==> src/dbg_consts.svh <==
// debug subsystem constants
// jtag identity, dmi geometry, sram depth and hart boot address

`ifndef DBG_CONSTS_SVH
`define DBG_CONSTS_SVH

// jtag identification code, lsb is always one
`define DBG_IDCODE 32'h1000_0DB3

// instruction register length of the tap
`define DBG_IR_LEN 5

// dmi address width, also reported in dtmcs.abits
`define DBG_DMI_AW 7

// system sram depth in 32-bit words
`define DBG_SRAM_WORDS 256

// hart pc out of reset
`define DBG_BOOT_ADDR 32'h0000_8000

`endif

==> src/hart_stub.sv <==
// minimal hart model
// counts its pc while running, halts into dpc and resumes from it
`timescale 1ns/1ns
`include "dbg_consts.svh"

module hart_stub (
   input  logic        clk_sys,
   input  logic        arst_n_i,
   input  logic        halt_req_i,
   input  logic        resume_req_i,
   input  logic        dpc_we_i,
   input  logic [31:0] dpc_wdata_i,
   output logic        halted_o,
   output logic [31:0] pc_o
);

   logic [31:0] dpc_q;

   always_ff @(posedge clk_sys or negedge arst_n_i) begin
      if (!arst_n_i) begin
         halted_o <= 1'b0;
         pc_o     <= `DBG_BOOT_ADDR;
         dpc_q    <= `DBG_BOOT_ADDR;
      end else begin
         if (!halted_o) begin
            if (halt_req_i) begin
               // enter debug mode, remember where we stopped
               halted_o <= 1'b1;
               dpc_q    <= pc_o;
            end else begin
               // one instruction per cycle
               pc_o <= pc_o + 32'd4;
            end
         end else begin
            if (resume_req_i) begin
               halted_o <= 1'b0;
               pc_o     <= dpc_q;
            end
            // debugger write of dpc while halted
            if (dpc_we_i) begin
               dpc_q <= dpc_wdata_i;
            end
         end
      end
   end

endmodule

==> config.mk <==
export PLATFORM = sky130hd
export DESIGN_NAME = hart_stub
export DESIGN_NICKNAME = d
export VERILOG_FILES = /design/src/hart_stub.sv
export VERILOG_INCLUDE_DIRS = /design/src /design/src/src
export SDC_FILE = /design/constraint.sdc
export NUM_CORES = 1
export LEC_CHECK = 0
export BUFFER_PORTS_ARGS = -buffer_cell sky130_fd_sc_hd__buf_2
export CORE_UTILIZATION = 30
export DETAILED_ROUTE_END_ITERATION = 10
export GPL_ROUTABILITY_DRIVEN = 0
export PLACE_DENSITY_LB_ADDON = 0.2
export SYNTH_ARGS = -nofsm -noshare
export SYNTH_HDL_FRONTEND = slang
export SYNTH_SLANG_ARGS = --single-unit
==> constraint.sdc <==
create_clock -name clk_sys -period 2.1 [get_ports clk_sys]
set_clock_uncertainty 0.15 [all_clocks]
set_input_delay 0.21 -clock clk_sys [delete_from_list [all_inputs] [get_ports clk_sys]]
set_output_delay 0.21 -clock clk_sys [all_outputs]
set_load 0.005 [all_outputs]
==> impl_metrics.tcl, run 1 <==
set metrics [dict create \
    synth_flop_cell "dfrtp_1" \
    antenna_cells 0 \
    synth_edf_count 0 \
    seq_area_frac_synth_pct 45.57 \
    vias 3228 \
    static-leakage-power_uw 0.002099 \
    fin_area_sq_um 4596 \
    coreArea_sq_um 11520 \
    arrival_ns 2.08 \
    wl_per_cell_um 16.63 \
    grt_usage_pct 17.55 \
    worst_slew_pin_slew_ns 0.5209 \
    die_x_um 111.2 \
    hpwl_um 7330 \
    drt-initial-drc-count 182 \
    crit_path_end_kind "flip-flop" \
    synthesis.nets 432 \
    slowest_delay_ns 0.43 \
    gr-total-overflow 0 \
    synthToLayoutAreaGrowth_pct 28.56 \
    crit_chain "ha_2 -> nand2_1 -> nor4_4 -> buf_6 -> nand4_1 -> mux2_2 -> nor2_1" \
    tns_ns 0 \
    fill_cells 1178 \
    drv_cap 0 \
    path_max_fanout 13 \
    clk_pin_slew_ns 0.06 \
    row_count 39 \
    p_per_area_nw_per_um2 1308 \
    hold_viol_final 0 \
    start_util_pct 31.04 \
    whs_path_depth 3 \
    hold_class "in2reg" \
    failed_checks "DRC" \
    ff2ff_path_depth 7 \
    syn_avg_cell_area_sq_um 9.073 \
    tritoncts_num_sinks 65 \
    drc 11 \
    cts-root-buf "clkbuf_16" \
    async_flop_share_pct 100.0 \
    layout.nets 514 \
    placed_area_sq_um 4247 \
    synth_seq_cells 65 \
    die_h_um 111.2 \
    grt_pass1_wl_um 17010 \
    worstPathRequired_ns 2.21 \
    final_cell_mix "buf_2, dfrtp_1, nand2_1, o21ai_0, mux2i_1" \
    min_period_ns 1.971 \
    grt_max_degree 65 \
    drt-total-wl_um 10380 \
    h-tree-depth 3 \
    slew_headroom_pct 65.27 \
    fin_util_pct 39.91 \
    place_inst 607 \
    fin_cells 624 \
    cts_buffers 9 \
    final-setup-viol-count 0 \
    syn_inst 394 \
    cp.buffers_inverters 1 \
    grt_pass1_vias 3275 \
    clk_latency_ns 0.33 \
    vias_per_cell 5.173 \
    ant_nets 0 \
    die_area_sq_um 12360 \
    status "complete, but fails checks" \
    cts_buffer_depth 2 \
    port_buffers 69 \
    syn-cell-area_sq_um 3575 \
    fmax_ghz 0.5074 \
    dr.pass1.iters 7 \
    slowest_stage "dfrtp_2" \
    yosysWarnings 0 \
    worstSetupPathDepth 7 \
    cpLargestDelayFamily "simple AND/OR/NAND/NOR gates" \
    cts_tree "done" \
    criticalPathCategory "reg2reg" \
    slew_violations 0 \
    crit_path_start_kind "flip-flop" \
    peakVddDrop_mv 0.5330 \
    layout-drive-gt1-share_pct 27.44 \
    pin_count 70 \
    antenna_found_initial 0 \
    final_common_cell "buf_2" \
    finalCritPeriodShare_pct 93.85 \
    rsz0062_at_grt "false" \
    ys_types 52 \
]
## sequential cells by signal (all words and copies together) (netlist names)
name      cells
halted_o      1
dpc_q        32
pc_o         32
## cell usage after synthesis, types with 2 or more instances
| library cell | n | share of area [%] |
|---|---|---|
| dfrtp_1 | 63 | 44 |
| buf_2 | 5 | 0.70 |
| a21oi_1 | 25 | 3.5 |
| a21o_1 | 3 | 0.63 |
| nand4_1 | 10 | 1.8 |
| a31oi_1 | 2 | 0.35 |
| nand4_2 | 2 | 0.70 |
| a211o_1 | 2 | 0.49 |
| nor4_1 | 3 | 0.53 |
| mux2i_1 | 27 | 7.6 |
| o21a_1 | 3 | 0.63 |
| nor2b_1 | 8 | 1.4 |
| o22ai_1 | 5 | 0.88 |
| nor2_1 | 20 | 2.1 |
| mux2_2 | 4 | 1.3 |
| buf_4 | 2 | 0.42 |
| nand2_1 | 58 | 6.1 |
| o21ai_0 | 54 | 7.6 |
| inv_1 | 8 | 0.84 |
| and4_1 | 3 | 0.74 |
| nor4_4 | 3 | 1.8 |
| nor3_1 | 7 | 0.98 |
| and3_1 | 2 | 0.35 |
| or3_1 | 2 | 0.35 |
| a22oi_1 | 4 | 0.84 |
| dfstp_2 | 2 | 1.5 |
| a2bb2oi_1 | 4 | 0.98 |
| o2bb2ai_1 | 2 | 0.49 |
| clkbuf_1 | 17 | 1.8 |
| nand3_1 | 18 | 2.5 |
| a21boi_0 | 2 | 0.42 |
| a22o_1 | 3 | 0.74 |
| o21ai_1 | 2 | 0.28 |
## cell families (layout without fill, tap and decap cells)
| kind of cell | after synthesis | in the layout | synth area share [%] |
|---|---|---|---|
| AOI/OAI and AO/OA | 120 | 120 | 19.99 |
| adders and majority gates | 1 | 1 | 0.3500 |
| muxes | 31 | 31 | 8.820 |
| xor gates and xnor gates | 2 | 2 | 0.4901 |
| buffers and inverters | 35 | 122 | 4.305 |
| and+or+nand+nor | 140 | 140 | 20.48 |
| DFF | 65 | 65 | 45.57 |
## metrics by stage
| stage | hold slack, ns | setup WS, ns | total power [uW] |
|---|---|---|---|
| after floorplan | -0.2356 | 0.1812 | 3456 |
| after global placement | 0.05434 | 0.1248 | 4321 |
| after detailed placement | 0.06630 | 0.03847 | 4374 |
| after CTS | 0.01452 | 0.02430 | 6068 |
| after global routing | 0.02848 | 0.01819 | 6445 |
| final | 0.02244 | 0.1291 | 6012 |
## metal layers
| metal | GRT usage [%] | up-vias | wire length (um) |
|---|---|---|---|
| met5 | 0 | - | 0 |
| met4 | 4.324 | 0 | 78 |
| met3 | 3.827 | 7 | 366 |
| met2 | 28.42 | 63 | 4848 |
| met1 | 23.72 | 1567 | 5083 |
| li1 | - | 1591 | - |
## where the power goes
group / internal, uW / switching, uW
logic: 929 / 998
clock network: 1100 / 560
registers: 1800 / 624
total: 3830 / 2180
## layout make-up
class	count	area [sq um]	area share [%]
Inverter	9	33.78	0.7351
Multi-Input combinational cell	294	1805	39.29
Tap cell	143	178.9	3.893
Clock inverter	5	77.57	1.688
Timing Repair Buffer	97	611.8	13.31
Clock buffer	11	252.7	5.500
Sequential cell	65	1635	35.58
## final timing paths
check	startpoint	slack, ns	endpoint
setup / recovery	pc_o[3]$_DFFE_PN0N_	0.13	pc_o[28]$_DFFE_PN0N_
hold / removal	dpc_wdata_i[0]	0.02	dpc_q[0]$_DFFE_PN0P_
setup reg to reg	pc_o[3]$_DFFE_PN0N_	0.13	pc_o[28]$_DFFE_PN0N_
hold reg to reg	dpc_q[21]$_DFFE_PN0P_	0.33	dpc_q[21]$_DFFE_PN0P_
max in group asynchronous	arst_n_i	0.88	pc_o[26]$_DFFE_PN0N_
min in group asynchronous	arst_n_i	0.25	pc_o[20]$_DFFE_PN0N_
## worst reg2reg max path: stages, from the launching register on
cell and delay (ns):
dfrtp_2 0.43, ha_2 0.23, nand2_1 0.10, nor4_4 0.28, buf_6 0.19, nand4_1 0.11, mux2_2 0.30, nor2_1 0.11
## timing repair
item | 4_1_cts | 5_1_grt
endpoints found under the hold margin | 18 | 0
buffers inserted | 0 | 0
endpoints found under the setup margin | 0 | 6
gates resized for setup | 0 | 4
hold buffers | 1 | 0
Note: power is estimated with default switching activity, not from simulation.
==> run 2, diff against run 1 <==
ABC_AREA = 1   (was not set)
CTS_BUF_LIST = sky130_fd_sc_hd__clkbuf_4 sky130_fd_sc_hd__clkbuf_8   (was not set)
==> impl_metrics.tcl, run 2 <==
set metrics [dict create \
    status "complete, no violations" \
    synth.top_cells.by_area "dfrtp_1, nand2_1, nor2_1, nand3_1, inv_1" \
    async_flop_share_pct 100.0 \
    synth_most_common_cell "nand2_1" \
    worstHoldStart "dpc_wdata_i[21]" \
    placed_area_sq_um 4403 \
    grt_pass1_vias 3687 \
    die_area_sq_um 13230 \
    min_period_ns 1.919 \
    syn_avg_cell_area_sq_um 6.807 \
    vias 3952 \
    die_x_um 115.0 \
    start_util_pct 31.38 \
    antenna_found_initial 0 \
    grt_pass1_wl_um 18850 \
    slew_headroom_pct 60.64 \
    hold_end "dpc_q[21]$_DFFE_PN0P_" \
    clk_latency_ns 0.36 \
    slew_violations 0 \
    finalCritPeriodShare_pct 91.38 \
    drt-total-wl_um 11360 \
    ff2ff_setup_slack_ns 0.18 \
    h-tree-depth 3 \
    ff2ff_path_depth 10 \
    worstPathRequired_ns 2.21 \
    hold_viol_final 0 \
    r2r-start "pc_o[3]$_DFFE_PN0N_" \
    fin_cells 833 \
    row_count 40 \
    hold_class "in2reg" \
    crit_path_end_kind "flip-flop" \
    path_max_fanout 7 \
    die_h_um 115.0 \
    layout.nets 698 \
    synth_seq_cells 65 \
    fin_area_sq_um 4923 \
    ys_types 31 \
    synth_edf_count 0 \
    wl_per_cell_um 13.64 \
    arrival_ns 2.03 \
    place_inst 785 \
    synth_flop_cell "dfrtp_1" \
    top_regs "dpc_q: 32 flops, pc_o: 32 flops, halted_o: 1 flops" \
    ant_nets 0 \
    antenna_cells 0 \
    p_per_area_nw_per_um2 1155 \
    coreArea_sq_um 12210 \
    syn_inst 563 \
    cts_buffer_depth 2 \
    gr-total-overflow 0 \
    fmax_ghz 0.5211 \
    vias_per_cell 4.744 \
    final_cell_mix "nand2_1, nor2_1, buf_2, dfrtp_1, inv_1" \
    static-leakage-power_uw 0.002370 \
    rsz0062_at_grt "false" \
    tns_ns 0 \
    whs_path_depth 3 \
    reg2reg_to "pc_o[30]$_DFFE_PN0N_" \
    drv_cap 0 \
    synth_top_area_share_pct 41.14 \
    peakVddDrop_mv 0.3383 \
    hpwl_um 8039 \
    pin_count 70 \
    dr.pass1.iters 5 \
    synthesis.nets 601 \
    tritoncts_num_sinks 65 \
    grt_usage_pct 18.60 \
    criticalPathCategory "reg2reg" \
    cts_tree "done" \
    yosysWarnings 0 \
    drt-initial-drc-count 261 \
    synth_top_cell_by_area "dfrtp_1" \
    worst_slew_pin_slew_ns 0.5904 \
    seq_area_frac_synth_pct 42.51 \
    drc 0 \
    final_common_cell "nand2_1" \
    cts-root-buf "clkbuf_8" \
    synthToLayoutAreaGrowth_pct 28.47 \
    cts_buffers 9 \
    synthTopCellsByCount "nand2_1, nor2_1, dfrtp_1" \
    layout-drive-gt1-share_pct 17.59 \
    clk_pin_slew_ns 0.07 \
    final-setup-viol-count 0 \
    port_buffers 69 \
    grt_max_degree 86 \
    crit_path_start_kind "flip-flop" \
    syn-cell-area_sq_um 3832 \
]
## run 2: critical path, stage by stage (launching register included)
cell and delay (ns):
dfrtp_1 0.44, ha_1 0.19, nand2_1 0.08, nor2_2 0.20, nand2_2 0.18, nor2_2 0.25, nand2_1 0.10, nand2_1 0.06
nand3_1 0.07, nand2_1 0.06, inv_1 0.03
## run 2: cell type report
type                       instances  area, sq um
fill                            1314         7288
clock inverter                     3        40.04
clock buffer                      13        160.2
timing repair buffer             111        803.3
multi-input combinational        420         1881
inverter                          53        198.9
sequential                        65         1630
tap                              168        210.2
## run 2: layer usage
metal  wire [um]  up-vias  GRT usage (%)
met3         410       13          2.478
met2        5278       85          29.12
met4         229        0          8.052
met5           0        -              0
li1            -     2008              -
met1        5445     1846          25.73
## run 2: worst max-delay path by stage
stage / from / to / slack (ns) / depth (start not counted)
2_1_floorplan: pc_o[3]$_DFFE_PN0N_ / pc_o[24]$_DFFE_PN0N_ / 0.50 / 10
4_1_cts: pc_o[3]$_DFFE_PN0N_ / pc_o[30]$_DFFE_PN0N_ / 0.21 / 10
3_3_place_gp: pc_o[3]$_DFFE_PN0N_ / pc_o[30]$_DFFE_PN0N_ / 0.23 / 10
6_report: pc_o[3]$_DFFE_PN0N_ / pc_o[30]$_DFFE_PN0N_ / 0.18 / 10
3_5_place_dp: pc_o[3]$_DFFE_PN0N_ / pc_o[30]$_DFFE_PN0N_ / 0.23 / 10
5_1_grt: pc_o[3]$_DFFE_PN0N_ / pc_o[30]$_DFFE_PN0N_ / 0.08 / 10
## run 2: per-stage QoR
step	total power (uW)	util, %	hold WS [ns]	worst slack [ns]
after floorplan	3671	-	-0.2356	0.5029
after global placement	4531	36.06	0.09721	0.2316
after detailed placement	4568	36.06	0.09971	0.2271
after CTS	5738	40.32	0.01486	0.2116
after global routing	6205	40.32	0.06467	0.07852
final	5685	40.32	0.01294	0.1810
## run 2: report_power, final
| group | internal (uW) | total (uW) | switching [uW] | leakage, uW |
|---|---|---|---|---|
| sequential | 1770 | 2330 | 559 | 0.000740 |
| clock | 618 | 1130 | 508 | 0.000108 |
| combinational | 909 | 2230 | 1320 | 0.00152 |
| total | 3300 | 5690 | 2390 | 0.00237 |
## run 2: what timing repair did
action,CTS,global route
hold buffers,32,0
setup buffers,0,0
endpoints found under the setup margin,0,0
hold endpoints to repair,50,0
gates resized for setup,0,0
## run 2: cell families after synthesis
family,share of synthesized area (%)
AO/OA/AOI/OAI,12.90
adder cells (fa/ha/maj),0.3264
buffers and inverters,8.488
flip-flops,42.51
multiplexers,0.5876
AND/OR/NAND/NOR,35.19
