===== src/dbg_consts.svh =====
// debug subsystem constants
// jtag identity, dmi geometry, sram depth and hart boot address

`ifndef DBG_CONSTS_SVH
`define DBG_CONSTS_SVH

// jtag identification code, lsb is always one
`define DBG_IDCODE 32'h1000_0DB3

// instruction register length of the tap
`define DBG_IR_LEN 5

// dmi address width, also reported in dtmcs.abits
`define DBG_DMI_AW 7

// system sram depth in 32-bit words
`define DBG_SRAM_WORDS 256

// hart pc out of reset
`define DBG_BOOT_ADDR 32'h0000_8000

`endif


===== src/dm_pkg.sv =====
// debug module types
// dmi ops, register map, sbcs layout and dpc register number
`include "dbg_consts.svh"

package dm_pkg;

   // op field of a dmi scan
   typedef enum logic [1:0] {
      DMI_NOP   = 2'h0,
      DMI_READ  = 2'h1,
      DMI_WRITE = 2'h2
   } dmi_op_e;

   // debug module register addresses
   localparam logic [`DBG_DMI_AW-1:0] DATA0      = 'h04;
   localparam logic [`DBG_DMI_AW-1:0] DMCONTROL  = 'h10;
   localparam logic [`DBG_DMI_AW-1:0] DMSTATUS   = 'h11;
   localparam logic [`DBG_DMI_AW-1:0] COMMAND    = 'h17;
   localparam logic [`DBG_DMI_AW-1:0] SBCS       = 'h38;
   localparam logic [`DBG_DMI_AW-1:0] SBADDRESS0 = 'h39;
   localparam logic [`DBG_DMI_AW-1:0] SBDATA0    = 'h3C;

   // abstract command regno of the debug pc
   localparam logic [15:0] CSR_DPC = 16'h07B1;

   // sbcs bit layout as in the debug spec
   // only the fields this module implements, rest reads zero
   typedef struct packed {
      logic [9:0]  rsvd_hi;
      logic        sbbusy;
      logic        sbreadonaddr;
      logic [2:0]  sbaccess;
      logic        sbautoincrement;
      logic        sbreadondata;
      logic [14:0] rsvd_lo;
   } sbcs_t;

   // one dmi data word, raw or as sbcs fields
   typedef union packed {
      logic [31:0] raw;
      sbcs_t       sbcs;
   } dm_word_u;

endpackage


===== src/dm_regs.sv =====
// debug module register file
// dmi decode, system bus master, halt/resume and dpc abstract command
`timescale 1ns/1ns
`include "dbg_consts.svh"

module dm_regs import dm_pkg::*; (
   input  logic                   clk_sys,
   input  logic                   arst_n_i,
   // dmi side
   input  logic                   dmi_req_i,
   input  dmi_op_e                dmi_op_i,
   input  logic [`DBG_DMI_AW-1:0] dmi_addr_i,
   input  logic [31:0]            dmi_wdata_i,
   output logic [31:0]            dmi_rdata_o,
   // system bus side
   output logic                   bus_req_o,
   output logic                   bus_we_o,
   output logic [31:0]            bus_addr_o,
   output logic [31:0]            bus_wdata_o,
   input  logic [31:0]            bus_rdata_i,
   // hart side
   output logic                   halt_req_o,
   output logic                   resume_req_o,
   output logic                   dpc_we_o,
   output logic [31:0]            dpc_wdata_o,
   input  logic                   halted_i
);

   // system bus sequencer states
   localparam logic [1:0] SB_IDLE    = 2'd0;
   localparam logic [1:0] SB_WR      = 2'd1;
   localparam logic [1:0] SB_RD_REQ  = 2'd2;
   localparam logic [1:0] SB_RD_DATA = 2'd3;

   logic        dmactive_q;
   logic [31:0] data0_q;
   dm_word_u    sbcs_q;
   dm_word_u    sbcs_rd;
   logic [31:0] sbaddress_q;
   logic [31:0] sbdata_q;
   logic [1:0]  sb_state_q;
   logic        sb_busy;
   logic        sb_access;
   logic        sb_write_go;
   logic        sb_read_go;
   logic        sb_done;
   logic        dmi_wr;
   logic        dmi_rd;
   logic        cmd_dpc_write;
   logic [31:0] dmstatus;
   logic [31:0] rdata_mux;

   assign dmi_wr = dmi_req_i && (dmi_op_i == DMI_WRITE);
   assign dmi_rd = dmi_req_i && (dmi_op_i == DMI_READ);

   assign sb_busy   = (sb_state_q != SB_IDLE);
   // sb registers are frozen while a bus access runs
   assign sb_access = dmactive_q && !sb_busy;
   assign sb_done   = (sb_state_q == SB_WR) || (sb_state_q == SB_RD_DATA);

   assign sb_write_go = sb_access && dmi_wr && (dmi_addr_i == SBDATA0);
   assign sb_read_go  = sb_access &&
                        ((dmi_wr && (dmi_addr_i == SBADDRESS0) && sbcs_q.sbcs.sbreadonaddr) ||
                         (dmi_rd && (dmi_addr_i == SBDATA0) && sbcs_q.sbcs.sbreadondata));

   // access register command: cmdtype 0, transfer, write, regno dpc
   assign cmd_dpc_write = dmi_wr && (dmi_addr_i == COMMAND) && dmactive_q && halted_i &&
                          (dmi_wdata_i[31:24] == 8'h00) && dmi_wdata_i[17] &&
                          dmi_wdata_i[16] && (dmi_wdata_i[15:0] == CSR_DPC);

   // bus strobes come straight from the sequencer state
   assign bus_req_o   = (sb_state_q == SB_WR) || (sb_state_q == SB_RD_REQ);
   assign bus_we_o    = (sb_state_q == SB_WR);
   assign bus_addr_o  = sbaddress_q;
   assign bus_wdata_o = sbdata_q;
   assign dpc_wdata_o = data0_q;

   // version 0.13, authenticated, any/all halted and running
   assign dmstatus = {20'b0, ~halted_i, ~halted_i, halted_i, halted_i, 1'b1, 3'b0, 4'd2};

   always_comb begin
      sbcs_rd             = sbcs_q;
      sbcs_rd.sbcs.sbbusy = sb_busy;
      case (dmi_addr_i)
         DATA0:      rdata_mux = data0_q;
         DMCONTROL:  rdata_mux = {31'b0, dmactive_q};
         DMSTATUS:   rdata_mux = dmstatus;
         SBCS:       rdata_mux = sbcs_rd.raw;
         SBADDRESS0: rdata_mux = sbaddress_q;
         SBDATA0:    rdata_mux = sbdata_q;
         default:    rdata_mux = '0;
      endcase
   end

   // control state and hart strobes
   always_ff @(posedge clk_sys or negedge arst_n_i) begin
      if (!arst_n_i) begin
         dmactive_q   <= 1'b0;
         sbcs_q       <= '0;
         sb_state_q   <= SB_IDLE;
         halt_req_o   <= 1'b0;
         resume_req_o <= 1'b0;
         dpc_we_o     <= 1'b0;
      end else begin
         halt_req_o   <= 1'b0;
         resume_req_o <= 1'b0;
         dpc_we_o     <= cmd_dpc_write;
         if (dmi_wr && (dmi_addr_i == DMCONTROL)) begin
            dmactive_q   <= dmi_wdata_i[0];
            halt_req_o   <= dmactive_q && dmi_wdata_i[31];
            // haltreq wins over resumereq
            resume_req_o <= dmactive_q && dmi_wdata_i[30] && !dmi_wdata_i[31];
         end
         if (sb_access && dmi_wr && (dmi_addr_i == SBCS)) begin
            sbcs_q.raw          <= dmi_wdata_i;
            // unimplemented and status bits stay zero
            sbcs_q.sbcs.rsvd_hi <= '0;
            sbcs_q.sbcs.sbbusy  <= 1'b0;
            sbcs_q.sbcs.rsvd_lo <= '0;
         end
         case (sb_state_q)
            SB_IDLE: begin
               if (sb_write_go) begin
                  sb_state_q <= SB_WR;
               end else if (sb_read_go) begin
                  sb_state_q <= SB_RD_REQ;
               end
            end
            SB_RD_REQ: sb_state_q <= SB_RD_DATA;
            default:   sb_state_q <= SB_IDLE;
         endcase
      end
   end

   // payload registers
   always_ff @(posedge clk_sys) begin
      if (dmactive_q && dmi_wr && (dmi_addr_i == DATA0)) begin
         data0_q <= dmi_wdata_i;
      end
      if (sb_access && dmi_wr && (dmi_addr_i == SBADDRESS0)) begin
         sbaddress_q <= dmi_wdata_i;
      end else if (sb_done && sbcs_q.sbcs.sbautoincrement) begin
         // one word per access
         sbaddress_q <= sbaddress_q + 32'd4;
      end
      if (sb_write_go) begin
         sbdata_q <= dmi_wdata_i;
      end else if (sb_state_q == SB_RD_DATA) begin
         sbdata_q <= bus_rdata_i;
      end
      // read data is sampled before a readondata fetch replaces it
      if (dmi_rd) begin
         dmi_rdata_o <= rdata_mux;
      end
   end

endmodule


===== config.mk =====
export PLATFORM = sky130hd
export DESIGN_NAME = dm_regs
export DESIGN_NICKNAME = d
export VERILOG_FILES = /design/src/dm_pkg.sv /design/src/dm_regs.sv
export VERILOG_INCLUDE_DIRS = /design/src /design/src/src
export SDC_FILE = /design/constraint.sdc
export NUM_CORES = 1
export LEC_CHECK = 0
export BUFFER_PORTS_ARGS = -buffer_cell sky130_fd_sc_hd__buf_2
export CORE_ASPECT_RATIO = 1.75
export CORE_UTILIZATION = 40
export DETAILED_ROUTE_END_ITERATION = 6
export GPL_TIMING_DRIVEN = 0
export MAX_ROUTING_LAYER = met4
export PLACE_DENSITY = 0.68
export SLEW_MARGIN = 10
export SYNTH_ARGS = -nofsm -noshare
export SYNTH_HDL_FRONTEND = slang
export SYNTH_SLANG_ARGS = --single-unit
export TNS_END_PERCENT = 50

===== constraint.sdc =====
create_clock -name clk_sys -period 2.8 [get_ports clk_sys]
set_input_delay 0.14 -clock clk_sys [delete_from_list [all_inputs] [get_ports clk_sys]]
set_output_delay 0.14 -clock clk_sys [all_outputs]
set_load 0.01 [all_outputs]

==> flow_summary.json, run 1 <==
{
  "post-route-min-period_ns": 2.63,
  "maxCapViolCount": 0,
  "grt_start_max_net_pins": 31,
  "ys.flop_type": "edfxtp_1",
  "rsz0062_at_grt": "false",
  "crit_top_cell": "inv_1",
  "regArea_sq_um": 4140,
  "synth_cells": 484,
  "fin_skew_ns": 0.00695,
  "layout.nets": 828,
  "ys_async_sr_fraction": 0.0857,
  "cts_tree": "done",
  "clk_latency_ns": 0.42,
  "failed_checks": "design-rule violations",
  "place.gp.congestion": 0.891,
  "synth_common_cells": "128 x edfxtp_1, 36 x nand2_1, 27 x nor2_1, 26 x mux2_4, 23 x inv_1",
  "cts_max_level": 4,
  "synth.area.top_cells": "edfxtp_1 58%, mux2_4 5.9%, dfrtp_1 4.6%, a222oi_1 2.7%, xor2_1 2.5%",
  "nFillCells": 1358,
  "crit_fanout": 11,
  "syn_nets": 566,
  "grt_pass1_vias": 5500,
  "netlist_area_sq_um": 6580,
  "multiInputGateArea_sq_um": 2260,
  "place_inst": 884,
  "relSlewSlack": 0.447,
  "dieArea_sq_um": 17000,
  "pwr_density_cell_nw_per_um2": 622,
  "place_ws_ns": -0.396,
  "power.leakage_nw": 3.75,
  "grt_use_total": 0.266,
  "outcome": "finished, violations left",
  "dr.pass1.iters": 7,
  "required_ns": 2.95,
  "num_vias": 5466,
  "max_slew.worst_pin.slew_ns": 0.829,
  "antenna_found_initial": 1,
  "detail_route.vias_per_cell": 5.75,
  "clkSlewWorstSetupHoldPaths_ns": 0.06,
  "critPathSlowestCell": "clkbuf_1",
  "die_h_microns": 172,
  "synth_seq_cells": 140,
  "path_buf_inv": 3,
  "grt_pass1_wl_microns": 31800,
  "finalWirelength_microns": 21700,
  "critical_path.cell_chain": "inv_1, ha_1, inv_1, nor2_2, nand2_1, nor2_1, clkbuf_1, o21ai_1",
  "postCtsSetupBuffers": 0,
  "finalHoldViolCount": 0,
  "fin_cells": 950,
  "slowest_delay_ns": 0.52,
  "yosys.cell_count.top_type": "edfxtp_1",
  "drtIter0Drc": 480,
  "numPortBuffers": 208,
  "ioPinCount": 210,
  "initial_core_util": 0.412,
  "die_w_microns": 98.9,
  "syn_to_final_growth_pct": 35.4,
  "drv_slew": 0,
  "drc_errors": 8,
  "worstHoldPathType": "in -> reg",
  "synth_cell_types": 49,
  "cp.arrival_ns": 2.77,
  "rows": 61,
  "clkSinkCount": 140,
  "grt.overflow.total": 0,
  "vdd_ir_drop_max_mv": 0.379,
  "cts_made_buffers": 17,
  "period_share": 0.938,
  "dpl.hpwl_microns": 15700,
  "setup_ws_ns": 0.173,
  "synth.avg_cell_area_sq_um": 13.6,
  "critical_path.top_delay_family": "simple AND/OR/NAND/NOR gates",
  "criticalPathCategory": "reg -> reg",
  "synth_edf_count": 128,
  "netlist.top_cell.by_area": "edfxtp_1",
  "setup_viol": 0,
  "synth-seq-area-share": 0.630,
  "core_sq_um": 16000,
  "cts_buffer_depth": 2,
  "cts-root-buf": "clkbuf_16",
  "crit_path_end_kind": "flop",
  "cp-start-kind": "flop",
  "drtAntennaViolNets": 0,
  "ys_warn_count": 0,
  "drive_gt1_frac": 0.393,
  "max_freq_mhz": 381,
  "p_total_mw": 5.54,
  "synth.top_cell.area_share": 0.584,
  "wire_per_inst_microns": 22.8
}
## final cells by class
type,instances,share of cell area
diodes,2,0.000562
plain buffers,21,0.0124
clock buffers,19,0.0486
clock inverters,13,0.0215
inverters,23,0.00969
multi-input cells,300,0.253
flip-flops and latches,140,0.465
well taps,189,0.0266
repair buffers,243,0.162
## timing repair
| action | 4_1_cts | 5_1_grt |
|---|---|---|
| hold endpoints to repair | 44 | 0 |
| cloned | 0 | 0 |
| hold buffers | 32 | 0 |
| endpoints found under the setup margin | 30 | 30 |
| resized for setup | 1 | 1 |
## final timing paths
path	startpoint	end	slack [ns]	cells after the start
setup reg to reg	sb_state_q[0]	bus_addr_o[28]	0.17	8
min in group asynchronous	arst_n_i	sbcs_q[20]	0.17	2
hold / removal	dmi_wdata_i[30]	dpc_wdata_o[30]	0.01	1
setup / recovery	sb_state_q[0]	bus_addr_o[28]	0.17	8
max in group asynchronous	arst_n_i	sb_state_q[1]	2.37	2
hold reg to reg	sbcs_q[18]	sbcs_q[18]	0.52	1
## layer usage
metal  GRT usage  wire length (microns)  vias up
met3      0.0349                   1150       57
met1       0.273                   7450     2694
met5           -                      0        -
met2       0.490                  12200      310
li1            -                      -     2405
met4       0.140                    860        0
## worst reg2reg max path: stages (launching register included)
cell,delay [ns]
dfrtp_1,0.43
inv_1,0.11
ha_1,0.20
inv_1,0.10
nor2_2,0.25
nand2_1,0.11
nor2_1,0.49
clkbuf_1,0.52
o21ai_1,0.15
## metrics by stage
step / utilization / cell area [sq um] / setup TNS, ns / hold slack [ns]
after floorplan: - / 6580 / 0 / -0.156
after CTS: 0.557 / 8890 / 0 / 0.00478
after detailed placement: 0.498 / 7940 / -11.84 / 0.0484
after global placement: 0.492 / 7860 / -42.19 / 0.0431
final: 0.558 / 8910 / 0 / 0.0143
after global routing: 0.558 / 8900 / 0 / 0.0109
## kinds of logic (layout without fill, tap and decap cells)
family,after synthesis,in the layout,synth area share
muxes,41,41,0.0848
buffers and inverters,44,319,0.0299
AOI/OAI and AO/OA,89,89,0.0932
xor gates and xnor gates,28,28,0.0373
adders and majority gates,5,5,0.00951
other,0,2,0
DFF,140,140,0.630
and+or+nand+nor,137,137,0.115
## power by group
part | total (mW) | internal [mW] | leakage (nW) | switching, mW
clock network | 2.41 | 1.50 | 0.294 | 0.915
logic | 0.618 | 0.264 | 2.11 | 0.354
registers | 2.50 | 2.43 | 1.35 | 0.0724
## flip-flops by register name (all words and copies together) (netlist names)
signal	count
bus_wdata_o	32
sb_state_q	2
bus_addr_o	32
sbcs_q	6
dmi_rdata_o	32
dpc_wdata_o	32
halt_req_o	1
resume_req_o	1
dpc_we_o	1
dmactive_q	1
## placed cells by master (no fill, tap or decap), types with 4 or more instances in the layout
master	instances
a21oi_1	20
mux2_2	11
nor3_1	7
edfxtp_1	128
dfrtp_1	12
dlygate4sd3_1	32
a222oi_1	18
xnor2_1	9
inv_1	23
a22oi_1	21
o21ai_0	12
nand3_1	9
clkbuf_16	17
o21ai_1	11
nand2_1	35
xor2_1	19
buf_2	212
ha_1	5
mux2_4	26
and2_1	5
bufinv_16	4
nand4_1	16
clkbuf_1	14
nor4_1	6
nor2_1	27
and3_1	5
No activity file was read; power rests on OpenSTA's default activity.
==> inputs of run 2 (changes only) <==
Clock period 2.8 ns to 2.5 ns, I/O delays scaled along.
==> run 2 against run 1 <==
The flow now finishes without violations. Register-to-register slack got worse by 0.04 ns. Combinational power rose by 16%. Flip-flop and latch count did not move. Die area did not move. Critical path depth fell by 2. Critical path type unchanged. Largest power group unchanged. Sequential power rose by 12%. Non-clock buffer count rose by 16. Clock skew rose by 0.00057 ns. First-iteration DRC count fell by 8.5%. Maximum frequency rose by 11%. Via count barely moved.
==> flow_summary.json, run 2 (synthesis results as in run 1) <==
{
  "die_w_microns": 98.9,
  "antenna_found_initial": 0,
  "required_ns": 2.66,
  "drv_slew": 0,
  "critical_path.cell_chain": "ha_1, nand3_1, nor4_2, nand3_1, xor2_1, o21ai_1",
  "criticalPathCategory": "reg -> reg",
  "multiInputGateArea_sq_um": 2270,
  "grt_pass1_wl_microns": 32100,
  "finalCoreUtilization": 0.569,
  "power.leakage_nw": 3.83,
  "final_common_cell": "buf_2",
  "cp-start-kind": "flop",
  "nFillCells": 1328,
  "cts_max_level": 4,
  "ioPinCount": 210,
  "num_antenna_cells": 0,
  "numPortBuffers": 208,
  "period_share": 0.948,
  "drive_gt1_frac": 0.388,
  "grt_use_total": 0.268,
  "wire_per_inst_microns": 22.6,
  "place_inst": 884,
  "crit_path_end_kind": "flop",
  "max_slew.worst_pin.slew_ns": 0.839,
  "cts-root-buf": "clkbuf_16",
  "slowest_delay_ns": 0.65,
  "drtAntennaViolNets": 0,
  "cp.arrival_ns": 2.53,
  "design_area_sq_um": 9080,
  "outcome": "finished, final reports clean",
  "finalSetupTns_ns": 0,
  "post-route-min-period_ns": 2.37,
  "maxCapViolCount": 0,
  "cts_tree": "done",
  "rsz0062_at_grt": "false",
  "grt.overflow.total": 0,
  "initial_core_util": 0.412,
  "rows": 61,
  "finalHoldViolCount": 0,
  "grt_pass1_vias": 5624,
  "drc_errors": 0,
  "place_area_sq_um": 7940,
  "finalWirelength_microns": 21800,
  "core_sq_um": 16000,
  "syn_to_final_growth_pct": 38.0,
  "pwr_density_cell_nw_per_um2": 685,
  "crit_top_cell": "nand3_1",
  "cts_buffer_depth": 2,
  "regArea_sq_um": 4140,
  "place.gp.congestion": 0.891,
  "grt_start_max_net_pins": 31,
  "dieArea_sq_um": 17000,
  "setup_viol": 0,
  "place_ws_ns": -0.696,
  "setup_ws_ns": 0.129,
  "final_cell_mix": "212 x buf_2, 128 x edfxtp_1, 48 x dlygate4sd3_1, 35 x nand2_1",
  "critPathSlowestCell": "nor4_2",
  "dr.pass1.iters": 7,
  "cts_made_buffers": 17,
  "num_vias": 5461,
  "dpl.hpwl_microns": 15700,
  "crit_fanout": 6,
  "layout.nets": 844,
  "worstHoldPathType": "in -> reg",
  "clkSlewWorstSetupHoldPaths_ns": 0.06,
  "die_h_microns": 172,
  "drtIter0Drc": 439,
  "fin_skew_ns": 0.00752,
  "clk_latency_ns": 0.43,
  "clkSinkCount": 140,
  "vdd_ir_drop_max_mv": 0.426,
  "relSlewSlack": 0.433,
  "detail_route.vias_per_cell": 5.66,
  "max_freq_mhz": 422,
  "fin_cells": 964
}
-- run 2: cell count changes in the layout (fill, tap and decap cells not counted) --
cell / delta
nand2b_4: +1
nor2_2: +1
clkbuf_1: -2
dlygate4sd3_1: +16
nand2_4: -1
nand2_8: +1
clkbuf_2: +2
nor2_1: -1
diode_2: -2
nand2b_2: -1
-- run 2: worst paths after layout --
path | start | to | slack, ns | cells after the start
max | bus_addr_o[2] | bus_addr_o[20] | 0.13 | 6
min | bus_rdata_i[10] | bus_wdata_o[10] | 0.009 | 2
max reg2reg | bus_addr_o[2] | bus_addr_o[20] | 0.13 | 6
min reg2reg | sbcs_q[19] | sbcs_q[19] | 0.52 | 1
max in group asynchronous | arst_n_i | sb_state_q[1] | 2.07 | 2
min in group asynchronous | arst_n_i | sbcs_q[20] | 0.17 | 2
-- run 2: cell type report --
type | instances | area share
Clock buffer | 19 | 0.0477
Multi-Input combinational cell | 300 | 0.250
Clock inverter | 13 | 0.0211
Tap cell | 189 | 0.0260
Timing Repair Buffer | 259 | 0.177
Sequential cell | 140 | 0.456
Buffer | 21 | 0.0124
Inverter | 23 | 0.00951
-- run 2: metrics by stage --
step / total power [mW] / hold slack, ns
after floorplan: 3.13 / -0.171
after global placement: 3.45 / 0.0281
after detailed placement: 3.51 / 0.0334
after CTS: 6.24 / 0.000393
after global routing: 6.40 / 0.00364
final: 6.22 / 0.00890
-- run 2: critical path, delay by kind of cell, from the launching register on --
kind	cells	cell delay [ns]
flops	1	0.49
fa+ha+maj	1	0.24
compound gates	1	0.08
simple gates	3	1.12
xor+xnor	1	0.17
-- run 2: routing by layer --
layer  vias to the layer above  GRT usage  share of wire
met5                         -          -              0
met4                         0      0.140          0.042
met3                        58     0.0358          0.054
met2                       283      0.496           0.56
met1                      2685      0.274           0.34
li1                       2435          -              -
-- run 2: report_power, final --
| part | internal (mW) | total [mW] | switching, mW |
|---|---|---|---|
| Sequential | 2.72 | 2.80 | 0.0811 |
| Combinational | 0.316 | 0.715 | 0.399 |
| Clock | 1.68 | 2.70 | 1.02 |
-- run 2: timing repair --
action,in CTS,in global routing
hold endpoints to repair,59,0
gates resized for setup,5,2
setup endpoints to repair,58,25
hold buffers,48,0
setup buffers,0,0
pin swaps,0,0
