$ cat src/dbg_consts.svh
// debug subsystem constants
// jtag identity, dmi geometry, sram depth and hart boot address

`ifndef DBG_CONSTS_SVH
`define DBG_CONSTS_SVH

// jtag identification code, lsb is always one
`define DBG_IDCODE 32'h1000_0DB3

// instruction register length of the tap
`define DBG_IR_LEN 5

// dmi address width, also reported in dtmcs.abits
`define DBG_DMI_AW 7

// system sram depth in 32-bit words
`define DBG_SRAM_WORDS 256

// hart pc out of reset
`define DBG_BOOT_ADDR 32'h0000_8000

`endif

$ cat src/dm_pkg.sv
// debug module types
// dmi ops, register map, sbcs layout and dpc register number
`include "dbg_consts.svh"

package dm_pkg;

   // op field of a dmi scan
   typedef enum logic [1:0] {
      DMI_NOP   = 2'h0,
      DMI_READ  = 2'h1,
      DMI_WRITE = 2'h2
   } dmi_op_e;

   // debug module register addresses
   localparam logic [`DBG_DMI_AW-1:0] DATA0      = 'h04;
   localparam logic [`DBG_DMI_AW-1:0] DMCONTROL  = 'h10;
   localparam logic [`DBG_DMI_AW-1:0] DMSTATUS   = 'h11;
   localparam logic [`DBG_DMI_AW-1:0] COMMAND    = 'h17;
   localparam logic [`DBG_DMI_AW-1:0] SBCS       = 'h38;
   localparam logic [`DBG_DMI_AW-1:0] SBADDRESS0 = 'h39;
   localparam logic [`DBG_DMI_AW-1:0] SBDATA0    = 'h3C;

   // abstract command regno of the debug pc
   localparam logic [15:0] CSR_DPC = 16'h07B1;

   // sbcs bit layout as in the debug spec
   // only the fields this module implements, rest reads zero
   typedef struct packed {
      logic [9:0]  rsvd_hi;
      logic        sbbusy;
      logic        sbreadonaddr;
      logic [2:0]  sbaccess;
      logic        sbautoincrement;
      logic        sbreadondata;
      logic [14:0] rsvd_lo;
   } sbcs_t;

   // one dmi data word, raw or as sbcs fields
   typedef union packed {
      logic [31:0] raw;
      sbcs_t       sbcs;
   } dm_word_u;

endpackage

$ cat src/jtag_pkg.sv
// jtag tap types
// tap state encoding and instruction codes
`include "dbg_consts.svh"

package jtag_pkg;

   // ieee 1149.1 state encoding
   typedef enum logic [3:0] {
      TAP_EX2_DR   = 4'h0,
      TAP_EX1_DR   = 4'h1,
      TAP_SH_DR    = 4'h2,
      TAP_PAUSE_DR = 4'h3,
      TAP_SEL_IR   = 4'h4,
      TAP_UPD_DR   = 4'h5,
      TAP_CAP_DR   = 4'h6,
      TAP_SEL_DR   = 4'h7,
      TAP_EX2_IR   = 4'h8,
      TAP_EX1_IR   = 4'h9,
      TAP_SH_IR    = 4'hA,
      TAP_PAUSE_IR = 4'hB,
      TAP_IDLE     = 4'hC,
      TAP_UPD_IR   = 4'hD,
      TAP_CAP_IR   = 4'hE,
      TAP_RESET    = 4'hF
   } tap_state_e;

   // riscv debug dtm instructions, anything else acts as bypass
   typedef enum logic [`DBG_IR_LEN-1:0] {
      IR_IDCODE = 'h01,
      IR_DTMCS  = 'h10,
      IR_DMI    = 'h11,
      IR_BYPASS = 'h1F
   } ir_e;

endpackage

$ cat src/jtag_dtm.sv
// jtag debug transport module
// tap controller with idcode, dtmcs, bypass and dmi registers, issues dmi requests
`timescale 1ns/1ns
`include "dbg_consts.svh"

module jtag_dtm import jtag_pkg::*; import dm_pkg::*; (
   input  logic                   clk_sys,
   input  logic                   arst_n_i,
   input  logic                   trst_n_i,
   input  logic                   tms_i,
   input  logic                   tdi_i,
   output logic                   tdo_o,
   output logic                   dmi_req_o,
   output dmi_op_e                dmi_op_o,
   output logic [`DBG_DMI_AW-1:0] dmi_addr_o,
   output logic [31:0]            dmi_wdata_o,
   input  logic [31:0]            dmi_rdata_i
);

   // dmi scan is {addr, data, op}
   localparam int DMI_W = `DBG_DMI_AW + 34;
   // dtmcs: idle hint 1, dmistat 0, abits, version 0.13
   localparam logic [31:0] DTMCS_VAL = {17'b0, 3'd1, 2'b0, 6'(`DBG_DMI_AW), 4'd1};

   logic                   tap_rst_n;
   tap_state_e             state_q;
   tap_state_e             state_d;
   ir_e                    ir_q;
   logic [`DBG_IR_LEN-1:0] ir_sr;
   logic [31:0]            sr32;
   logic                   bypass_q;
   logic [DMI_W-1:0]       dmi_sr;
   logic                   dmi_update;

   // either reset puts the tap back in test-logic-reset
   assign tap_rst_n = arst_n_i & trst_n_i;
   assign dmi_update = (state_q == TAP_UPD_DR) && (ir_q == IR_DMI);

   // tap next state, one step per tck edge
   always_comb begin
      case (state_q)
         TAP_RESET:    state_d = tms_i ? TAP_RESET    : TAP_IDLE;
         TAP_IDLE:     state_d = tms_i ? TAP_SEL_DR   : TAP_IDLE;
         TAP_SEL_DR:   state_d = tms_i ? TAP_SEL_IR   : TAP_CAP_DR;
         TAP_CAP_DR:   state_d = tms_i ? TAP_EX1_DR   : TAP_SH_DR;
         TAP_SH_DR:    state_d = tms_i ? TAP_EX1_DR   : TAP_SH_DR;
         TAP_EX1_DR:   state_d = tms_i ? TAP_UPD_DR   : TAP_PAUSE_DR;
         TAP_PAUSE_DR: state_d = tms_i ? TAP_EX2_DR   : TAP_PAUSE_DR;
         TAP_EX2_DR:   state_d = tms_i ? TAP_UPD_DR   : TAP_SH_DR;
         TAP_UPD_DR:   state_d = tms_i ? TAP_SEL_DR   : TAP_IDLE;
         TAP_SEL_IR:   state_d = tms_i ? TAP_RESET    : TAP_CAP_IR;
         TAP_CAP_IR:   state_d = tms_i ? TAP_EX1_IR   : TAP_SH_IR;
         TAP_SH_IR:    state_d = tms_i ? TAP_EX1_IR   : TAP_SH_IR;
         TAP_EX1_IR:   state_d = tms_i ? TAP_UPD_IR   : TAP_PAUSE_IR;
         TAP_PAUSE_IR: state_d = tms_i ? TAP_EX2_IR   : TAP_PAUSE_IR;
         TAP_EX2_IR:   state_d = tms_i ? TAP_UPD_IR   : TAP_SH_IR;
         TAP_UPD_IR:   state_d = tms_i ? TAP_SEL_DR   : TAP_IDLE;
         default:      state_d = TAP_RESET;
      endcase
   end

   // tap state and instruction register
   always_ff @(posedge clk_sys or negedge tap_rst_n) begin
      if (!tap_rst_n) begin
         state_q <= TAP_RESET;
         ir_q    <= IR_IDCODE;
         ir_sr   <= '0;
      end else begin
         state_q <= state_d;
         case (state_q)
            TAP_RESET:  ir_q  <= IR_IDCODE;
            // capture pattern 0..01 per 1149.1
            TAP_CAP_IR: ir_sr <= `DBG_IR_LEN'(1);
            TAP_SH_IR:  ir_sr <= {tdi_i, ir_sr[`DBG_IR_LEN-1:1]};
            TAP_UPD_IR: ir_q  <= ir_e'(ir_sr);
            default: ;
         endcase
      end
   end

   // data registers, lsb first
   always_ff @(posedge clk_sys) begin
      if (state_q == TAP_CAP_DR) begin
         sr32     <= (ir_q == IR_DTMCS) ? DTMCS_VAL : `DBG_IDCODE;
         bypass_q <= 1'b0;
         // last address, last read data, op status ok
         dmi_sr   <= {dmi_addr_o, dmi_rdata_i, 2'b00};
      end else if (state_q == TAP_SH_DR) begin
         case (ir_q)
            IR_IDCODE, IR_DTMCS: sr32   <= {tdi_i, sr32[31:1]};
            IR_DMI:              dmi_sr <= {tdi_i, dmi_sr[DMI_W-1:1]};
            default:             bypass_q <= tdi_i;
         endcase
      end
      if (dmi_update) begin
         dmi_wdata_o <= dmi_sr[33:2];
      end
   end

   // dmi request, one cycle after update-dr
   always_ff @(posedge clk_sys or negedge tap_rst_n) begin
      if (!tap_rst_n) begin
         dmi_req_o  <= 1'b0;
         dmi_op_o   <= DMI_NOP;
         dmi_addr_o <= '0;
      end else begin
         dmi_req_o <= 1'b0;
         if (dmi_update) begin
            dmi_addr_o <= dmi_sr[DMI_W-1 -: `DBG_DMI_AW];
            dmi_op_o   <= dmi_op_e'(dmi_sr[1:0]);
            // nop scans only fetch the captured data
            dmi_req_o  <= (dmi_sr[1:0] != 2'b00);
         end
      end
   end

   // tdo follows the shifted-out bit one cycle later
   always_ff @(posedge clk_sys or negedge tap_rst_n) begin
      if (!tap_rst_n) begin
         tdo_o <= 1'b0;
      end else begin
         case (state_q)
            TAP_SH_IR: tdo_o <= ir_sr[0];
            TAP_SH_DR: begin
               case (ir_q)
                  IR_IDCODE, IR_DTMCS: tdo_o <= sr32[0];
                  IR_DMI:              tdo_o <= dmi_sr[0];
                  default:             tdo_o <= bypass_q;
               endcase
            end
            default: tdo_o <= 1'b0;
         endcase
      end
   end

endmodule

$ cat config.mk
export PLATFORM = sky130hd
export DESIGN_NAME = jtag_dtm
export DESIGN_NICKNAME = d
export VERILOG_FILES = /design/src/dm_pkg.sv /design/src/jtag_pkg.sv /design/src/jtag_dtm.sv
export VERILOG_INCLUDE_DIRS = /design/src /design/src/src
export SDC_FILE = /design/constraint.sdc
export NUM_CORES = 1
export LEC_CHECK = 0
export BUFFER_PORTS_ARGS = -buffer_cell sky130_fd_sc_hd__buf_2
export CORE_MARGIN = 3
export CORE_UTILIZATION = 40
export DETAILED_ROUTE_END_ITERATION = 8
export GPL_TIMING_DRIVEN = 0
export PLACE_DENSITY_LB_ADDON = 0.25
export SETUP_SLACK_MARGIN = 0.2
export SYNTH_ARGS = -nofsm -noshare
export SYNTH_HDL_FRONTEND = slang
export SYNTH_SLANG_ARGS = --single-unit
$ cat constraint.sdc
create_clock -name clk_sys -period 10.1 [get_ports clk_sys]
set_input_delay 2.02 -clock clk_sys [delete_from_list [all_inputs] [get_ports clk_sys]]
set_output_delay 2.02 -clock clk_sys [all_outputs]
set_load 0.01 [all_outputs]
==> metrics.yaml, run 1 <==
syn_to_final_growth_pct: 25.1
status: "completed"
criticalPathCategory: "flip-flop to output port"
setup_viol: 0
crit_fanout: 3
die_area_um2: 14200
antenna_cells: 0
post_cts_buffers: 0
required_ps: 8080
nets: 458
worstReg2RegStart: "ir_q[0]$_DFFE_PN1P_"
antenna_found_initial: 0
p_leak_nw: 2.52
fmax_ghz: 0.331
finalCritPeriodShare: 0.300
detailed_place_hpwl_um: 6140
cp-startpoint: "dmi_addr_o[6]$_DFFE_PN0P_"
synthCells: 319
io_pins: 80
fin_tns_setup_ps: 0
dr.pass1.iters: 4
drive_gt1_frac: 0.346
ant_nets: 0
htreeDepth: 4
drv_slew: 0
hold_viol: 0
hp-class: "flip-flop to flip-flop"
ys_types: 48
grt_overflow: 0
ctsHoldBuffers: 0
drc: 0
clkSlewWorstSetupHoldPaths_ps: 60
path_cells: "buf_2"
async_flop_share: 0.191
synth_top_family_by_area: "compound AO/OA/AOI/OAI gates"
synth_compound_area_frac: 0.102
end_kind: "output port"
grt_max_degree: 39
avgRoutedWirePerCell_um: 15.6
cts_buffers: 17
ctsResizeCount: 0
min_from: "dmi_sr[7]$_DFFE_PP_"
synth_seq_cells: 131
clk_latency_ps: 410
synth.yosys.seq_area_share: 0.737
synthSimpleGateAreaFrac: 0.0977
dpl_cell_area_um2: 5790
post-route-cell-area_um2: 6420
port_buffers: 79
cts_sinks: 131
synth_xor_area_frac: 0.00171
power.total_mw: 1.71
gp_congestion: 0.728
grt_pass1_vias: 3070
drt_iter0_markers: 270
num_vias: 2979
die_h_um: 119
synthMuxAreaShare: 0.0336
core_um2: 12300
cp_num_buf_inv: 1
slowest_delay_ps: 430
drt_wl_total_um: 9380
layout_setup_ws_ps: 7070
synth_edf_count: 103
dp_slack_ps: 6920
synth_warnings: 0
crit_slowest_cell: "dfrtp_1"
peakVddDrop_uv: 134
rsz0062_at_grt: "false"
grt_pass1_wl_um: 15400
synth_ff_type: "edfxtp_1"
syn_area_um2: 5130
synth_fp_nets: 356
start_util: 0.419
die_w_um: 119
cts_tree: "yes"
synth_area_per_cell_um2: 16.1
synth_adder_area_share: 0
maxSlewHeadroom: 0.184
num_rows: 40
fin_worst_skew_ps: 4.65
tightestPinTransition_ps: 1220
grtUsageTotal: 0.139
cp_top_family: "flip-flops"
viasPerCell: 4.95
cts-root-buf: "clkbuf_16"
arrival_ps: 1010
max-cap-violations: 0
cp-start-kind: "flip-flop"
power.density_nw_per_um2: 266
cts_buffer_depth: 2
finalCriticalPeriod_ps: 3030
## through the flow
step / std cells / utilization / hold slack (ps)
3_3_place_gp: 566 / 0.468 / 432
6_report: 602 / 0.524 / 450
5_1_grt: 602 / 0.524 / 457
3_5_place_dp: 570 / 0.472 / 436
4_1_cts: 602 / 0.524 / 448
2_1_floorplan: 319 / - / 426
## cells by family (layout without fill, tap and decap cells)
group           Yosys count  in the layout
mux                      13             13
buf+inv                  25            140
xor+xnor                  1              1
compound gates           68             68
flops                   131            131
simple gates             81             81
## layout by cell type (no fill, tap or decap), types with 3 or more instances in the layout
cell and instances:
edfxtp_1 103, buf_2 86, a22o_1 39, nand2_1 22, and2_1 21, dfrtp_1 20
clkbuf_16 17, nand2b_1 12, clkbuf_1 8, o21ai_1 8, mux2_4 8, buf_4 7
nor2_1 7, o21a_1 6, dfstp_2 5, o21ai_0 4, clkinvlp_4 4, bufinv_16 4
buf_6 3, inv_1 3, a21oi_1 3, mux2i_1 3, dfxtp_1 3
## power by group
group	internal [mW]	total (mW)	switching, mW
registers	0.710	0.760	0.0504
logic	0.134	0.299	0.165
clock network	0.415	0.649	0.234
total	1.26	1.71	0.449
## path summary, 6_finish.rpt
path	end	slack, ps	depth (start not counted)
hold / removal	dmi_wdata_o[5]$_DFFE_PP_	450	0
setup reg to reg	sr32[28]$_DFFE_PP_	7500	6
min in group asynchronous	tdo_o$_DFF_PN0_	1930	2
max in group asynchronous	dmi_addr_o[4]$_DFFE_PN0P_	7480	2
hold reg to reg	dmi_wdata_o[5]$_DFFE_PP_	450	0
setup / recovery	dmi_addr_o[6]	7070	1
## sequential cells by signal, summed over array words and instances (netlist names), 2 cells and up
register / cells
dmi_addr_o: 7
dmi_op_o: 2
dmi_sr: 41
dmi_wdata_o: 32
ir_q: 5
ir_sr: 5
sr32: 32
state_q: 4
## routing by layer
layer  share of wire  track usage  up-vias
li1                -            -     1414
met1            0.46        0.184     1473
met2            0.46        0.206       75
met3           0.056       0.0499       17
met4           0.020       0.0644        0
met5               0            0        -
## Yosys cell counts (all sizes together) (2+ instances only)
cell type | count | share of area
mux2i | 3 | 0.0058
nor2 | 7 | 0.0051
buf | 14 | 0.019
inv | 3 | 0.0022
nand3 | 2 | 0.0019
a21oi | 3 | 0.0029
clkbuf | 8 | 0.0058
mux2 | 10 | 0.028
o21ai | 12 | 0.012
dfxtp | 3 | 0.012
dfstp | 5 | 0.026
nand2 | 22 | 0.016
dfrtp | 20 | 0.097
or2 | 2 | 0.0024
o21a | 6 | 0.0088
a22o | 39 | 0.067
nand2b | 12 | 0.015
and2 | 21 | 0.026
edfxtp | 103 | 0.60
nor4b | 3 | 0.0063
## final cells by class
type / count / area, um^2
Sequential cell: 131 / 3780
Timing Repair Buffer: 83 / 438
Tap cell: 168 / 210
Buffer: 22 / 129
Inverter: 3 / 11.3
Fill cell: 1019 / 5840
Clock inverter: 15 / 206
Multi-Input combinational cell: 163 / 1210
Clock buffer: 17 / 425
(Power assumes the default switching activity.)
==> run 2: changes to the inputs <==
==> constraint.sdc (replaced) <==
create_clock -name clk_sys -period 2.9 [get_ports clk_sys]
set_input_delay 0.58 -clock clk_sys [delete_from_list [all_inputs] [get_ports clk_sys]]
set_output_delay 0.58 -clock clk_sys [all_outputs]
set_load 0.01 [all_outputs]
==> metrics.yaml, run 2 (same netlist as run 1, synthesis figures left out) <==
arrival_ps: 2390
cp-startpoint: "state_q[2]$_DFF_PN1_"
p_comb_frac: 0.178
grt_overflow: 0
p_switching_mw: 1.56
port_buffers: 79
crit_path_end: "dmi_sr[4]$_DFFE_PP_"
clk_latency_ps: 410
intPower_mw: 4.57
reg2reg_slack_ps: 610
clkSlewWorstSetupHoldPaths_ps: 60
peakVddDrop_uv: 440
setup_viol: 0
slowest_delay_ps: 510
layout_common_cells: "103 x edfxtp_1, 86 x buf_2, 39 x a22o_1, 22 x nand2_1, 21 x and2_1"
clkPwrFrac: 0.391
worst-r2r-cell-count: 5
r2r_end: "dmi_sr[4]$_DFFE_PP_"
status: "completed"
cts_tree: "yes"
p_seq_frac: 0.431
die_h_um: 119
post_layout_nonfiller_instances: 604
antenna_cells: 0
power.density_nw_per_um2: 946
reg.largest.list: "dmi_sr: 41 flops, dmi_wdata_o: 32 flops, sr32: 32 flops"
io_pins: 80
crit_fanout: 30
ctsHoldBuffers: 0
swShare: 0.254
nets: 460
final_core_util: 0.529
drc: 0
end_kind: "flip-flop"
drt_wl_total_um: 9510
hold_viol: 0
gp_congestion: 0.717
die_area_um2: 14200
path_cells: "buf_2, nor4bb_4, buf_2, or2_2, buf_12"
largest_reg_flops: 41
fin_worst_skew_ps: 10.0
cts_sinks: 131
detailed_place_hpwl_um: 6330
grt_pass1_vias: 3019
num_rows: 40
regMostFlops: "dmi_sr"
crit_slowest_cell: "dfstp_2"
viasPerCell: 4.91
cts-root-buf: "clkbuf_16"
htreeDepth: 4
tightestPinTransition_ps: 1170
cts_buffer_depth: 2
antenna_found_initial: 0
grt_pass1_wl_um: 15700
drv_slew: 0
core_um2: 12300
crit_top_cell: "buf_2"
rsz0062_at_grt: "false"
required_ps: 3010
avgRoutedWirePerCell_um: 15.7
drt_iter0_markers: 287
layout_commonest_cell: "edfxtp_1"
max-cap-violations: 0
dp.cells: 569
finalCritPeriodShare: 0.788
finalCriticalPeriod_ps: 2290
syn_to_final_growth_pct: 26.3
cp-start-kind: "flip-flop"
cts_buffers: 17
p_leak_nw: 2.54
worstReg2RegStart: "state_q[2]$_DFF_PN1_"
grt_max_degree: 33
fmax_ghz: 0.438
ant_nets: 0
die_w_um: 119
criticalPathCategory: "flip-flop to flip-flop"
dr.pass1.iters: 4
hp-class: "flip-flop to flip-flop"
maxSlewHeadroom: 0.217
grtUsageTotal: 0.142
num_vias: 2963
drive_gt1_frac: 0.342
start_util: 0.419
nFillCells: 1021
==> run 2: cell count changes in the layout (fill, tap and decap cells not counted), moves of 2 or more <==
cell,previous run,this run
clkbuf_1,8,10
clkinv_1,0,2
clkinv_4,2,0
bufinv_16,4,6
clkinv_2,2,0
buf_6,3,5
==> run 2: routing by layer <==
metal / up-vias / routed length (um) / global-route usage
met2: 82 / 4450 / 0.215
met3: 10 / 622 / 0.0556
li1: 1416 / - / -
met1: 1455 / 4320 / 0.186
met4: 0 / 121 / 0.0537
met5: - / 0 / 0
==> run 2: area by class of cell <==
class	instances	area (um^2)	area share
well taps	168	210	0.0324
clock inverters	13	229	0.0353
clock buffers	19	433	0.0668
plain buffers	22	129	0.0199
inverters	3	15.0	0.00232
multi-input cells	163	1220	0.189
repair buffers	85	460	0.0710
flip-flops and latches	131	3780	0.584
==> run 2: worst min-delay path by stage <==
stage,from,endpoint,slack [ps],depth (start not counted)
2_1_floorplan,dmi_sr[2]$_DFFE_PP_,dmi_wdata_o[0]$_DFFE_PP_,430,0
3_3_place_gp,dmi_sr[30]$_DFFE_PP_,dmi_wdata_o[28]$_DFFE_PP_,430,0
3_5_place_dp,dmi_sr[18]$_DFFE_PP_,dmi_wdata_o[16]$_DFFE_PP_,440,0
4_1_cts,dmi_rdata_i[11],dmi_sr[13]$_DFFE_PP_,450,2
5_1_grt,dmi_rdata_i[11],dmi_sr[13]$_DFFE_PP_,440,2
6_report,dmi_sr[30]$_DFFE_PP_,dmi_wdata_o[28]$_DFFE_PP_,450,0
==> run 2: power groups by stage <==
stage / clock (mW) / sequential [mW] / combinational (mW)
6_report: 2.40 / 2.64 / 1.09
5_1_grt: 2.52 / 2.69 / 1.22
4_1_cts: 2.43 / 2.65 / 1.09
3_5_place_dp: 0 / 2.68 / 1.07
3_3_place_gp: 0 / 2.67 / 1.01
2_1_floorplan: 0 / 2.65 / 0.760
==> run 2: through the flow <==
| stage | worst slack (ps) | setup TNS (ps) | cell area (um^2) | power, mW | hold WS, ps |
|---|---|---|---|---|---|
| after floorplan | 317 | 0 | 5150 | 3.41 | 426 |
| after global placement | -304 | -16310 | 5750 | 3.69 | 432 |
| after detailed placement | 256 | 0 | 5800 | 3.76 | 435 |
| after CTS | 257 | 0 | 6460 | 6.17 | 448 |
| after global routing | 482 | 0 | 6480 | 6.43 | 444 |
| final | 614 | 0 | 6480 | 6.13 | 448 |
==> run 2: critical path: cells and delay by family (launching register included) <==
family	cells	cell delay [ps]
buf+inv	3	730
flops	1	510
simple gates	2	730
==> run 2: timing repair <==
action / in CTS / in global routing
gates resized for setup: 0 / 1
setup endpoints to repair: 0 / 44
endpoints found under the hold margin: 0 / 0
setup buffers: 0 / 3
==> run 3: changes to the inputs <==
--- a/config.mk
+++ b/config.mk
@@ -6,6 +6,7 @@
 export SDC_FILE = /design/constraint.sdc
 export NUM_CORES = 1
 export LEC_CHECK = 0
+export ABC_AREA = 1
 export BUFFER_PORTS_ARGS = -buffer_cell sky130_fd_sc_hd__buf_2
 export CORE_MARGIN = 3
 export CORE_UTILIZATION = 40
==> constraint.sdc (replaced) <==
create_clock -name clk_sys -period 1.9 [get_ports clk_sys]
set_input_delay 0.38 -clock clk_sys [delete_from_list [all_inputs] [get_ports clk_sys]]
set_output_delay 0.38 -clock clk_sys [all_outputs]
set_load 0.01 [all_outputs]
==> metrics.yaml, run 3 <==
status: "completed"
power.total_mw: 10.8
synth_edf_count: 103
maxSlewHeadroom: 0.346
htreeDepth: 4
syn_area_um2: 5090
cts_buffer_depth: 2
p_leak_nw: 2.97
synth_top_area_share: 0.608
grt-busiest-layer: "met2"
synth.yosys.seq_area_share: 0.744
antenna_found_initial: 0
synth_common_cells: "143 x nand2_1, 103 x edfxtp_1, 44 x inv_1"
arrival_ps: 1880
power.density_nw_per_um2: 1570
die_h_um: 119
fin_worst_skew_ps: 8.50
grt_use_met3: 0.0502
layout_commonest_cell: "nand2_1"
peakVddDrop_uv: 632
rsz0062_at_grt: "true"
hold_viol: 0
grt_max_degree: 26
cp_num_buf_inv: 3
detailed_place_hpwl_um: 6330
yosysMostFrequentCell: "nand2_1"
path_cells: "inv_1, nor2_4, nand2_4, clkbuf_4, nand2_4, clkbuf_16"
synthCells: 435
cp-start-kind: "flip-flop"
tightestPinTransition_ps: 979
hp-class: "primary input to flip-flop"
crit_slowest_cell: "dfstp_2"
layout_common_cells: "140 x nand2_1, 103 x edfxtp_1, 84 x buf_2, 41 x inv_1, 34 x nor2_1"
synth_fp_nets: 472
ctsHoldBuffers: 0
io_pins: 80
crit_top_cell: "nand2_4"
grt_pass1_wl_um: 17200
drc: 0
fmax_ghz: 0.572
gp_congestion: 0.776
slowest_delay_ps: 570
regMostFlops: "dmi_sr"
synth_top_cell_by_area: "edfxtp_1"
synth_warnings: 0
grtUsageTotal: 0.156
finalCritPeriodShare: 0.921
async_flop_share: 0.191
nets: 600
reg.largest.list: "dmi_sr: 41 flops, dmi_wdata_o: 32 flops, sr32: 32 flops"
final_core_util: 0.562
grt_pass1_vias: 3445
cp_top_family: "flip-flops"
setup_viol: 0
die_w_um: 119
num_vias: 3484
die_area_um2: 14100
drt_wl_total_um: 10700
drive_gt1_frac: 0.321
ys_types: 27
synth_area_per_cell_um2: 11.7
use_met1: 0.201
end_kind: "flip-flop"
max-cap-violations: 0
viasPerCell: 4.68
crit_fanout: 11
grt_use_met2: 0.244
drt_iter0_markers: 357
largest_reg_flops: 41
port_buffers: 79
drv_slew: 0
ys_top_cells_by_area: "edfxtp_1 61%, nand2_1 11%, dfrtp_1 9.8%"
cts_sinks: 131
synth_ff_type: "edfxtp_1"
start_util: 0.417
finalCriticalPeriod_ps: 1750
grt_overflow: 0
syn_to_final_growth_pct: 34.9
avgRoutedWirePerCell_um: 14.3
required_ps: 2030
num_rows: 40
clk_latency_ps: 410
core_um2: 12200
dr.pass1.iters: 7
criticalPathCategory: "flip-flop to flip-flop"
cts_tree: "yes"
fin_hold_ws_ps: 179
cts-root-buf: "clkbuf_16"
ant_nets: 0
clkSlewWorstSetupHoldPaths_ps: 60
cts_buffers: 17
synth_seq_cells: 131
antenna_cells: 0
[run 3: final timing paths]
check	startpoint	slack (ps)	endpoint	cells past startpoint
max reg2reg	state_q[1]$_DFF_PN1_	150	dmi_sr[37]$_DFFE_PP_	6
max	state_q[1]$_DFF_PN1_	150	dmi_sr[37]$_DFFE_PP_	6
max in group asynchronous	arst_n_i	1080	ir_q[2]$_DFFE_PN0P_	3
min	tms_i	180	state_q[1]$_DFF_PN1_	2
min in group asynchronous	trst_n_i	220	dmi_addr_o[3]$_DFFE_PN0P_	3
min reg2reg	dmi_sr[26]$_DFFE_PP_	450	dmi_wdata_o[24]$_DFFE_PP_	0
[run 3: final cells by class]
type | instances | area (um^2)
Timing Repair Buffer | 107 | 722
Inverter | 50 | 205
Sequential cell | 131 | 3780
Fill cell | 1016 | 5350
Timing Repair inverter | 1 | 7.51
Buffer | 12 | 101
Clock inverter | 14 | 259
Clock buffer | 18 | 429
Tap cell | 168 | 210
Multi-Input combinational cell | 243 | 1140
[run 3: cells by family (layout without fill, tap and decap cells)]
group                  after synthesis  count (layout)  share of synthesized area
DFF                                131             131                      0.744
and+or+nand+nor                    202             203                      0.163
buffers and inverters               62             202                     0.0499
AOI/OAI and AO/OA                   40              40                     0.0435
[run 3: through the flow]
stage / area [um^2] / setup TNS [ps] / setup WS, ps / instances
floorplan: 5140 / 0 / 62.9 / 435
global placement: 5740 / -12430 / -234 / 682
detailed placement: 5740 / -16050 / -260 / 682
CTS: 6680 / 0 / 161 / 733
global route: 6860 / 0 / 103 / 744
finish: 6860 / 0 / 151 / 744
[run 3: where the power goes]
part	internal, mW	switching (mW)
Combinational	1.03	1.54
Clock	2.59	1.20
Sequential	4.11	0.323
[run 3: timing repair]
action | 4_1_cts | 5_1_grt
cloned | 3 | 2
buffers inserted | 16 | 9
gates resized for setup | 15 | 18
pin swaps | 8 | 9
endpoints found under the setup margin | 138 | 141
[run 3: per-layer routing]
| layer | routed length (um) | up-vias |
|---|---|---|
| met5 | 0 | - |
| met4 | 221 | 0 |
| met3 | 590 | 19 |
| met2 | 5140 | 116 |
| met1 | 4700 | 1657 |
| li1 | - | 1692 |
[run 3: worst reg2reg max path, stage by stage, from the launching register on]
cell and delay (ps):
dfstp_2 570, inv_1 110, nor2_4 140, nand2_4 110
clkbuf_4 240, nand2_4 140, clkbuf_16 160
